==> src/hdl/server_consts.svh <==
////////////////////////////////////////
// sizes and CSR map of the server shell
// included by the package and by any RTL file using these sizes
////////////////////////////////////////
`ifndef SERVER_CONSTS_SVH
`define SERVER_CONSTS_SVH

// worker threads
`define NUM_FTHREADS      4
`define FT_ID_W           2

// tags: host tag is {thread number, thread tag}
`define FT_TAG_W          8
`define CCI_TAG_W         10

// cache-line address and data line
`define ADDR_W            32
`define DATA_W            64

// host CSR space
`define CSR_ADDR_W        14
`define CSR_DATA_W        32
`define CSR_JOB_ARG_ADDR  14'h0a8
`define CSR_CMD_ADDR      14'h0ac

`endif

==> src/hdl/server_pkg.sv <==
////////////////////////////////////////
// types shared by the server shell blocks
////////////////////////////////////////
`default_nettype none

`include "server_consts.svh"

package server_pkg;

    // command in the low bits of a CMD write
    typedef enum logic [1:0] {
        OP_NONE       = 2'd0,
        OP_SOFT_RESET = 2'd1,
        OP_START_JOB  = 2'd2
    } cmd_opcode_e;

    // per-thread dispatch state
    typedef enum logic {
        FT_IDLE = 1'b0,
        FT_BUSY = 1'b1
    } ft_state_e;

    typedef struct packed {
        logic [`CSR_ADDR_W-1:0] addr;
        logic [`CSR_DATA_W-1:0] data;
    } csr_wr_t;

    // thread number on top selects the target thread
    typedef struct packed {
        logic [`FT_ID_W-1:0]              ft_id;
        logic [`CSR_DATA_W-`FT_ID_W-1:0]  payload;
    } job_t;

    typedef struct packed {
        logic [`ADDR_W-1:0]   addr;
        logic [`FT_TAG_W-1:0] tag;
    } ft_rd_req_t;

    typedef struct packed {
        logic [`ADDR_W-1:0]    addr;
        logic [`CCI_TAG_W-1:0] tag;
    } cci_rd_hdr_t;

    typedef struct packed {
        logic [`CCI_TAG_W-1:0] tag;
        logic [`DATA_W-1:0]    data;
    } cci_rd_rsp_t;

    typedef struct packed {
        logic [`FT_TAG_W-1:0] tag;
        logic [`DATA_W-1:0]   data;
    } ft_rd_rsp_t;

endpackage

`default_nettype wire

==> src/hdl/server_io.sv <==
////////////////////////////////////////
// host side of the server shell
// double-registers the receive channels, issues read requests
////////////////////////////////////////
`timescale 1ns/1ps
`default_nettype none

module server_io (
    input  logic                     clk,
    input  logic                     rst_n,
    input  logic                     soft_rst_n,
    // host receive channels
    input  logic                     cci_rx_rd_valid,
    input  server_pkg::cci_rd_rsp_t  cci_rx_rd,
    input  logic                     cci_rx_cfg_valid,
    input  server_pkg::csr_wr_t      cci_rx_cfg,
    // host read request channel
    input  logic                     cci_tx_rd_almostfull,
    output logic                     spl_tx_rd_valid,
    output server_pkg::cci_rd_hdr_t  spl_tx_rd_hdr,
    // toward cmd_server
    output logic                     csr_valid,
    output server_pkg::csr_wr_t      csr,
    // toward response_router
    output logic                     rsp_valid,
    output server_pkg::cci_rd_rsp_t  rsp,
    // from read_arbiter
    input  logic                     rq_valid,
    input  server_pkg::cci_rd_hdr_t  rq_hdr,
    output logic                     rq_ready
);

    ////////////////////////////////////////
    // receive registers
    ////////////////////////////////////////

    logic                     rd_v1;
    logic                     rd_v2;
    logic                     cfg_v1;
    logic                     cfg_v2;
    server_pkg::cci_rd_rsp_t  rd_q1;
    server_pkg::cci_rd_rsp_t  rd_q2;
    server_pkg::csr_wr_t      cfg_q1;
    server_pkg::csr_wr_t      cfg_q2;

    // strobes, cleared by either reset
    always_ff @(posedge clk) begin
        if (!soft_rst_n) begin
            rd_v1  <= 1'b0;
            rd_v2  <= 1'b0;
            cfg_v1 <= 1'b0;
            cfg_v2 <= 1'b0;
        end else begin
            rd_v1  <= cci_rx_rd_valid;
            rd_v2  <= rd_v1;
            cfg_v1 <= cci_rx_cfg_valid;
            cfg_v2 <= cfg_v1;
        end
    end

    // payload follows the strobes
    always_ff @(posedge clk) begin
        rd_q1  <= cci_rx_rd;
        rd_q2  <= rd_q1;
        cfg_q1 <= cci_rx_cfg;
        cfg_q2 <= cfg_q1;
    end

    // second stage split by channel
    assign csr_valid = cfg_v2;
    assign csr       = cfg_q2;
    assign rsp_valid = rd_v2;
    assign rsp       = rd_q2;

    ////////////////////////////////////////
    // read request issue
    ////////////////////////////////////////

    logic                     tx_v;
    server_pkg::cci_rd_hdr_t  tx_hdr;

    // held entry leaves whenever almost-full is low,
    // so a new one can be taken in the same cycle
    assign rq_ready = ~cci_tx_rd_almostfull;

    always_ff @(posedge clk) begin
        if (!soft_rst_n) begin
            tx_v <= 1'b0;
        end else if (rq_ready) begin
            tx_v <= rq_valid;
        end
    end

    always_ff @(posedge clk) begin
        if (rq_valid && rq_ready) begin
            tx_hdr <= rq_hdr;
        end
    end

    // never strobe the host while it is almost full
    assign spl_tx_rd_valid = tx_v & ~cci_tx_rd_almostfull;
    assign spl_tx_rd_hdr   = tx_hdr;

    // host sends one receive message per cycle on this port
    a_rx_one_hot : assert property (
        @(posedge clk) disable iff (!rst_n)
        !(cci_rx_rd_valid && cci_rx_cfg_valid)
    );

endmodule

`default_nettype wire

==> src/hdl/cmd_server.sv <==
////////////////////////////////////////
// CSR command decode, soft reset and job dispatch
// one job in flight per thread, released by its done pulse
////////////////////////////////////////
`timescale 1ns/1ps
`default_nettype none

`include "server_consts.svh"

module cmd_server (
    input  logic                          clk,
    input  logic                          rst_n,
    // CSR writes from server_io
    input  logic                          csr_valid,
    input  server_pkg::csr_wr_t           csr,
    // reset to the other blocks and threads
    output logic                          soft_rst_n,
    output logic [`NUM_FTHREADS-1:0]      ft_reset,
    // jobs to the threads
    output server_pkg::job_t              fthread_job [`NUM_FTHREADS],
    output logic [`NUM_FTHREADS-1:0]      fthread_job_valid,
    input  logic [`NUM_FTHREADS-1:0]      fthread_done
);

    logic                      is_arg;
    logic                      is_cmd;
    logic                      sr_cmd;
    logic                      start_cmd;
    logic                      sr_q;
    server_pkg::cmd_opcode_e   opcode;
    server_pkg::job_t          job_q;
    server_pkg::ft_state_e     ft_state [`NUM_FTHREADS];
    logic [`NUM_FTHREADS-1:0]  start_hit;

    ////////////////////////////////////////
    // CSR decode
    ////////////////////////////////////////

    assign is_arg = csr_valid && (csr.addr == `CSR_JOB_ARG_ADDR);
    assign is_cmd = csr_valid && (csr.addr == `CSR_CMD_ADDR);
    assign opcode = server_pkg::cmd_opcode_e'(csr.data[1:0]);

    always_comb begin
        sr_cmd    = 1'b0;
        start_cmd = 1'b0;
        if (is_cmd) begin
            case (opcode)
                server_pkg::OP_SOFT_RESET: sr_cmd    = 1'b1;
                server_pkg::OP_START_JOB:  start_cmd = 1'b1;
                server_pkg::OP_NONE:       sr_cmd    = 1'b0;
                default:                   sr_cmd    = 1'b0;
            endcase
        end
    end

    // job word waits here for the next start
    always_ff @(posedge clk) begin
        if (is_arg) begin
            job_q <= server_pkg::job_t'(csr.data);
        end
    end

    ////////////////////////////////////////
    // soft reset
    ////////////////////////////////////////

    // one-cycle pulse, only the hard reset clears it
    always_ff @(posedge clk) begin
        if (!rst_n) begin
            sr_q <= 1'b0;
        end else begin
            sr_q <= sr_cmd;
        end
    end

    // single reset seen by the rest of the shell
    assign soft_rst_n = rst_n & ~sr_q;
    assign ft_reset   = {`NUM_FTHREADS{sr_q}};

    ////////////////////////////////////////
    // dispatch
    ////////////////////////////////////////

    // start reaches only an idle target
    always_comb begin
        for (int i = 0; i < `NUM_FTHREADS; i++) begin
            start_hit[i] = start_cmd && (job_q.ft_id == i) &&
                           (ft_state[i] == server_pkg::FT_IDLE);
        end
    end

    always_ff @(posedge clk) begin
        if (!soft_rst_n) begin
            fthread_job_valid <= '0;
            for (int i = 0; i < `NUM_FTHREADS; i++) begin
                ft_state[i] <= server_pkg::FT_IDLE;
            end
        end else begin
            fthread_job_valid <= start_hit;
            for (int i = 0; i < `NUM_FTHREADS; i++) begin
                if (start_hit[i]) begin
                    ft_state[i] <= server_pkg::FT_BUSY;
                end else if (fthread_done[i]) begin
                    ft_state[i] <= server_pkg::FT_IDLE;
                end
            end
        end
    end

    always_ff @(posedge clk) begin
        for (int i = 0; i < `NUM_FTHREADS; i++) begin
            if (start_hit[i]) begin
                fthread_job[i] <= job_q;
            end
        end
    end

    // a thread only reports done for a job it was given
    for (genvar g = 0; g < `NUM_FTHREADS; g++) begin : g_done_chk
        a_done_busy : assert property (
            @(posedge clk) disable iff (!soft_rst_n)
            fthread_done[g] |-> ft_state[g] == server_pkg::FT_BUSY
        );
    end

endmodule

`default_nettype wire

==> src/hdl/read_arbiter.sv <==
////////////////////////////////////////
// round-robin merge of thread read requests
// one output slot, host tag carries the thread number
////////////////////////////////////////
`timescale 1ns/1ps
`default_nettype none

`include "server_consts.svh"

module read_arbiter (
    input  logic                          clk,
    input  logic                          rst_n,
    input  logic                          soft_rst_n,
    // thread side
    input  logic [`NUM_FTHREADS-1:0]      ft_rd_valid,
    input  server_pkg::ft_rd_req_t        ft_rd_req [`NUM_FTHREADS],
    output logic [`NUM_FTHREADS-1:0]      ft_rd_ready,
    // toward server_io
    output logic                          rq_valid,
    output server_pkg::cci_rd_hdr_t       rq_hdr,
    input  logic                          rq_ready
);

    logic [`FT_ID_W-1:0]      last_q;
    logic [`FT_ID_W-1:0]      win_id;
    logic                     win_found;
    logic                     can_load;
    logic                     slot_v;
    server_pkg::cci_rd_hdr_t  slot_hdr;

    // slot free now or leaving this cycle
    assign can_load = ~slot_v | rq_ready;

    // search starts one past the last winner
    always_comb begin
        logic [`FT_ID_W-1:0] idx;
        win_found = 1'b0;
        win_id    = '0;
        for (int k = 1; k <= `NUM_FTHREADS; k++) begin
            idx = last_q + `FT_ID_W'(k);
            if (!win_found && ft_rd_valid[idx]) begin
                win_found = 1'b1;
                win_id    = idx;
            end
        end
    end

    // with nobody asking every thread sees ready
    always_comb begin
        for (int i = 0; i < `NUM_FTHREADS; i++) begin
            ft_rd_ready[i] = can_load && (!win_found || (win_id == i));
        end
    end

    always_ff @(posedge clk) begin
        if (!soft_rst_n) begin
            slot_v <= 1'b0;
            last_q <= `FT_ID_W'(`NUM_FTHREADS - 1);
        end else if (can_load && win_found) begin
            slot_v <= 1'b1;
            last_q <= win_id;
        end else if (rq_ready) begin
            slot_v <= 1'b0;
        end
    end

    // tag = {thread number, thread tag}
    always_ff @(posedge clk) begin
        if (can_load && win_found) begin
            slot_hdr.addr <= ft_rd_req[win_id].addr;
            slot_hdr.tag  <= {win_id, ft_rd_req[win_id].tag};
        end
    end

    assign rq_valid = slot_v;
    assign rq_hdr   = slot_hdr;

    // no two threads handed off in the same cycle
    a_one_xfer : assert property (
        @(posedge clk) disable iff (!rst_n)
        $onehot0(ft_rd_valid & ft_rd_ready)
    );

endmodule

`default_nettype wire

==> src/hdl/response_router.sv <==
////////////////////////////////////////
// steers host read responses to threads by host tag
////////////////////////////////////////
`timescale 1ns/1ps
`default_nettype none

`include "server_consts.svh"

module response_router (
    input  logic                          clk,
    input  logic                          rst_n,
    input  logic                          soft_rst_n,
    // from server_io
    input  logic                          rsp_valid,
    input  server_pkg::cci_rd_rsp_t       rsp,
    // toward threads
    output logic [`NUM_FTHREADS-1:0]      ft_rx_valid,
    output server_pkg::ft_rd_rsp_t        ft_rx [`NUM_FTHREADS]
);

    logic [`FT_ID_W-1:0]   tid;
    logic [`FT_TAG_W-1:0]  ft_tag;

    // thread number sits in the top bits of the host tag
    assign tid    = rsp.tag[`CCI_TAG_W-1 -: `FT_ID_W];
    assign ft_tag = rsp.tag[`FT_TAG_W-1:0];

    always_ff @(posedge clk) begin
        if (!soft_rst_n) begin
            ft_rx_valid <= '0;
        end else begin
            for (int i = 0; i < `NUM_FTHREADS; i++) begin
                ft_rx_valid[i] <= rsp_valid && (tid == i);
            end
        end
    end

    // only the addressed thread's payload moves
    always_ff @(posedge clk) begin
        for (int i = 0; i < `NUM_FTHREADS; i++) begin
            if (rsp_valid && (tid == i)) begin
                ft_rx[i].tag  <= ft_tag;
                ft_rx[i].data <= rsp.data;
            end
        end
    end

    // tag must name an existing thread
    a_tid_range : assert property (
        @(posedge clk) disable iff (!rst_n)
        rsp_valid |-> !$isunknown(tid) && (int'(tid) < `NUM_FTHREADS)
    );

endmodule

`default_nettype wire

==> src/hdl/fpga_server.sv <==
////////////////////////////////////////
// server shell top, host port on one side, worker threads on the other
////////////////////////////////////////
`timescale 1ns/1ps
`default_nettype none

`include "server_consts.svh"

module fpga_server (
    input  logic                          clk,
    input  logic                          rst_n,
    // host receive
    input  logic                          cci_rx_rd_valid,
    input  server_pkg::cci_rd_rsp_t       cci_rx_rd,
    input  logic                          cci_rx_cfg_valid,
    input  server_pkg::csr_wr_t           cci_rx_cfg,
    // host read request
    input  logic                          cci_tx_rd_almostfull,
    output logic                          spl_tx_rd_valid,
    output server_pkg::cci_rd_hdr_t       spl_tx_rd_hdr,
    // thread read requests
    input  logic [`NUM_FTHREADS-1:0]      ft_rd_valid,
    input  server_pkg::ft_rd_req_t        ft_rd_req [`NUM_FTHREADS],
    output logic [`NUM_FTHREADS-1:0]      ft_rd_ready,
    // thread read responses
    output logic [`NUM_FTHREADS-1:0]      ft_rx_valid,
    output server_pkg::ft_rd_rsp_t        ft_rx [`NUM_FTHREADS],
    // jobs
    output server_pkg::job_t              fthread_job [`NUM_FTHREADS],
    output logic [`NUM_FTHREADS-1:0]      fthread_job_valid,
    input  logic [`NUM_FTHREADS-1:0]      fthread_done,
    output logic [`NUM_FTHREADS-1:0]      ft_reset
);

    logic                     soft_rst_n;
    logic                     csr_valid;
    server_pkg::csr_wr_t      csr;
    logic                     rsp_valid;
    server_pkg::cci_rd_rsp_t  rsp;
    logic                     rq_valid;
    server_pkg::cci_rd_hdr_t  rq_hdr;
    logic                     rq_ready;

    ////////////////////////////////////////
    // host side
    ////////////////////////////////////////

    server_io u_server_io (
        .clk                  (clk),
        .rst_n                (rst_n),
        .soft_rst_n           (soft_rst_n),
        .cci_rx_rd_valid      (cci_rx_rd_valid),
        .cci_rx_rd            (cci_rx_rd),
        .cci_rx_cfg_valid     (cci_rx_cfg_valid),
        .cci_rx_cfg           (cci_rx_cfg),
        .cci_tx_rd_almostfull (cci_tx_rd_almostfull),
        .spl_tx_rd_valid      (spl_tx_rd_valid),
        .spl_tx_rd_hdr        (spl_tx_rd_hdr),
        .csr_valid            (csr_valid),
        .csr                  (csr),
        .rsp_valid            (rsp_valid),
        .rsp                  (rsp),
        .rq_valid             (rq_valid),
        .rq_hdr               (rq_hdr),
        .rq_ready             (rq_ready)
    );

    // commands, also source of the soft reset
    cmd_server u_cmd_server (
        .clk                  (clk),
        .rst_n                (rst_n),
        .csr_valid            (csr_valid),
        .csr                  (csr),
        .soft_rst_n           (soft_rst_n),
        .ft_reset             (ft_reset),
        .fthread_job          (fthread_job),
        .fthread_job_valid    (fthread_job_valid),
        .fthread_done         (fthread_done)
    );

    ////////////////////////////////////////
    // thread side
    ////////////////////////////////////////

    read_arbiter u_read_arbiter (
        .clk                  (clk),
        .rst_n                (rst_n),
        .soft_rst_n           (soft_rst_n),
        .ft_rd_valid          (ft_rd_valid),
        .ft_rd_req            (ft_rd_req),
        .ft_rd_ready          (ft_rd_ready),
        .rq_valid             (rq_valid),
        .rq_hdr               (rq_hdr),
        .rq_ready             (rq_ready)
    );

    response_router u_response_router (
        .clk                  (clk),
        .rst_n                (rst_n),
        .soft_rst_n           (soft_rst_n),
        .rsp_valid            (rsp_valid),
        .rsp                  (rsp),
        .ft_rx_valid          (ft_rx_valid),
        .ft_rx                (ft_rx)
    );

endmodule

`default_nettype wire

==> config.mk <==
export PLATFORM = sky130hd
export DESIGN_NAME = fpga_server
export DESIGN_NICKNAME = d
export VERILOG_FILES = /design/src/hdl/server_pkg.sv /design/src/hdl/server_io.sv /design/src/hdl/cmd_server.sv /design/src/hdl/read_arbiter.sv /design/src/hdl/response_router.sv /design/src/hdl/fpga_server.sv
export VERILOG_INCLUDE_DIRS = /design/src /design/src/hdl
export SDC_FILE = /design/constraint.sdc
export NUM_CORES = 1
export LEC_CHECK = 0
export ABC_AREA = 1
export BUFFER_PORTS_ARGS = -buffer_cell sky130_fd_sc_hd__buf_2
export CAP_MARGIN = 20
export CORE_AREA = 3 3 296 298
export CTS_BUF_LIST = sky130_fd_sc_hd__clkbuf_16
export CTS_CLUSTER_SIZE = 25
export DETAILED_ROUTE_END_ITERATION = 10
export DIE_AREA = 0 0 299 301
export HOLD_SLACK_MARGIN = 0.02
export SLEW_MARGIN = 20
export SYNTH_ARGS = -nofsm -noshare
export SYNTH_HDL_FRONTEND = slang
export SYNTH_SLANG_ARGS = --single-unit
==> constraint.sdc <==
create_clock -name clk -period 7.1 [get_ports clk]
set_input_delay 1.42 -clock clk [delete_from_list [all_inputs] [get_ports clk]]
set_output_delay 1.42 -clock clk [all_outputs]
set_load 0.02 [all_outputs]
==> impl_results.md <==
- Status: complete, no violations
- GRT overflow: 0
- Largest net degree at the start of global routing: 82
- CTS Root Cell: clkbuf_16
- Longest Clk Path Bufs: 3
- Cell class contributing the biggest share of worst-path delay: simple AND/OR/NAND/NOR gates
- Final Net Count: roughly 2500
- P&R area growth vs syn: 33.8%
- Fin. Hold Viols: 0
- IO Pins: about 770
- Gpl congestion: 1.03
- Post-CTS Setup Repair Bufs: 0
- Slowest stage delay, CP: around 0.74 ns
- Endpoint class of the critical path: output port
- Synthesis-stage register bit count: 793
- Die X: about 300 um
- LEAKAGE: 0.0131 uW
- CP Cell Sequence: buf_2 -> nand2_1 -> nand2_1 -> nand2_1 -> nand2_1 -> nor2_4 -> nand3_2 -> nand2_4 -> nand2_2 -> inv_1 -> and3_1 -> buf_2
- Hold Path Class: reg -> reg
- Antenna violations before repair: 14
- Post-Syn Area: ~24000 um^2
- Residual DRC count: 0
- Number of synthesized flops with an enable pin: 533
- Peak supply drop: 0.000292 V
- Number of placement rows: 107
- Net Sw Frac: 28.7%
- DR vias: 13900
- HPWL Detailed: 50.1 mm
- DR pass1 iterations: 7
- Seq/Total Area, Yosys: about nine tenths
- Cells after Synth: approximately 1300
- # hold bufs at CTS: 0
- Most frequent CP cell: nand2_1
- Total track usage: 14.7%
- Final Cycle Share: 78.7%
- Least-Margin Pin Slew: 0.963 ns
- Area leader, netlist: edfxtp_1
- Vias in the first global route: 14400
- Clock Skew: ~0.042 ns
- Core Area: about 85000 um^2
- RSZ-0062 raised after global routing: no
- Syn Nets: 1637
- Place WS: 1.50 ns
- Die Area: about 90000 um^2
- Async S/R FF share, synth: 0%
- Post-route ant nets: 0
- Worst Setup Slack, final: 1.51 ns
- Synth area leaders: edfxtp_1 68%, dfxtp_1 22%, nand2_1 5.2%
- Clock Power Share: 35.9%
- Routed WL: about 69 mm
- Yosys top cell area share: 67.9%
- Post_cts resized: 0
- Placement Cell Area: 28800 um^2
- Mapped Avg Cell Area: 17.5 um^2
- Min Tclk post-route: 5.59 ns
- CP Buf/Inv Count: 3
- P per Cell Area: 370 nW/um^2
- Max cap viols: 0
- Psw: 3340 uW
- Most common cell after layout, fill and taps aside: buf_2
- TritonCTS clock tree: done
- Ys flop type: edfxtp_1
- Fmax: 179 MHz
- CP max FO: 81
- Slowest cell on the critical path: nand2_2
- CTS clk-pin slew, worst paths: ~0.060 ns
- Slew HR: 35.8%
- WL/cell: 20.3 um
- CP Data Required Time: 5.68 ns
- Layout cells sized above 1: 41.4%
- Port Buffers: 767
- Logic pwr share: 17.1%
- CTS buffer count: 80
- Starting Density: 27.7%
- Crit start category: primary input
- Final setup viols: 0
- Iter 0 DRT Violations: around 880
- Seq pwr share: 47.1%
- CP Class: in -> out
- WP data arrival: 4.17 ns
- H-tree depth: 3
- DR vias/cell: 4.11
- First-pass GRT wire length: between 90 and 100 mm
- Slew Limit Fails: 0
- Final Cell Area: between 30000 and 40000 um^2
- Clock Sinks: 793
- Cell variety after synth: 25
- TNS Setup: 0 ns
- Internal power: 8320 uW
- Most frequent cells in the layout: 767 x buf_2, 533 x edfxtp_1, 325 x nand2_1, 260 x dfxtp_1, 92 x nand3_1
- Clock latency on the worst-skew pair: 0.64 ns
- Chip Height: 301 um
- Yosys warns: 0
[worst reg2reg max path: stages, from the launching register on]
cell	delay, ns
dfxtp_1	0.55
inv_4	0.12
nand2_1	0.08
nand2_1	0.10
nand2_1	0.10
nand2_2	0.09
nor2_4	0.11
nand3_2	0.10
nand2_4	0.59
nand2_2	0.75
buf_4	0.53
nand2_1	0.13
nand2_1	0.06
nand2_1	0.06
nand2_1	0.08
[cells by family (layout without fill, tap and decap cells)]
family                 after synthesis  in the layout  share of synthesized area [%]
flip-flops                         793            793                           90.0
AND/OR/NAND/NOR                    469            469                           8.30
buffers and inverters               71            964                           1.42
AO/OA/AOI/OAI                       11             11                          0.255
other                                0              7                              0
[sequential cells by signal, indices dropped and copies added (netlist names), 2 cells and up]
signal	cells
u_cmd_server.job_q	32
u_server_io.csr	46
u_server_io.rd_q1	74
u_read_arbiter.rq_hdr	42
u_cmd_server.fthread_job_valid	4
u_cmd_server.fthread_job	128
u_response_router.ft_rx	288
u_read_arbiter.last_q	2
u_server_io.spl_tx_rd_hdr	42
u_server_io.rsp	74
u_server_io.cfg_q1	46
u_response_router.ft_rx_valid	4
u_cmd_server.ft_state	4
[power by group through the flow]
stage / sequential (uW) / clock (uW) / combinational (uW)
2_1_floorplan: 5620 / 0 / 1430
3_3_place_gp: 5570 / 0 / 1960
3_5_place_dp: 5590 / 0 / 2000
4_1_cts: 5490 / 4310 / 2010
5_1_grt: 5510 / 4510 / 2270
6_report: 5490 / 4190 / 1990
[final cells by class]
type | instances | area [um^2]
diodes | 7 | 17.5
clock buffers | 83 | 2080
clock inverters | 66 | 601
fillers | 8164 | 53600
inverters | 31 | 119
multi-input cells | 480 | 2060
flip-flops and latches | 793 | 21200
well taps | 1144 | 1430
repair buffers | 784 | 4010
[final timing paths]
kind	start	endpoint	slack, ns	cells after the start
hold / removal	u_server_io.rd_q1[49]	u_server_io.rsp[49]	0.30	0
setup reg to reg	u_read_arbiter.last_q[0]	u_read_arbiter.rq_hdr[26]	3.40	14
setup / recovery	ft_rd_valid[3]	ft_rd_ready[0]	1.51	12
hold reg to reg	u_server_io.rd_q1[49]	u_server_io.rsp[49]	0.30	0
[cell usage after synthesis (3+ instances only)]
cell type  instances
a21oi_1            6
buf_1              3
buf_2             14
buf_4             11
clkbuf_1          11
dfxtp_1          260
edfxtp_1         533
inv_1             27
inv_2              3
nand2_1          325
nand2_2            5
nand3_1           92
nor2_1            23
nor3_1             9
nor4_1             5
o21ai_0            3
[metrics by stage]
step           hold WS, ns  total power (uW)  std cells  util [%]
2_1_floorplan        0.310              7050       1344         -
3_3_place_gp         0.310              7530       3230      33.8
3_5_place_dp         0.312              7590       3232      33.9
4_1_cts              0.296             11800       3381      37.0
5_1_grt              0.307             12300       3385      37.0
6_report             0.300             11700       3388      37.0
[per-layer routing]
metal | track usage [%] | share of wire [%]
met1 | 16.4 | 37
met2 | 24.3 | 48
met3 | 7.05 | 11
met4 | 5.37 | 2.8
met5 | 0 | 0.15
No activity file was read; power rests on OpenSTA's default activity.
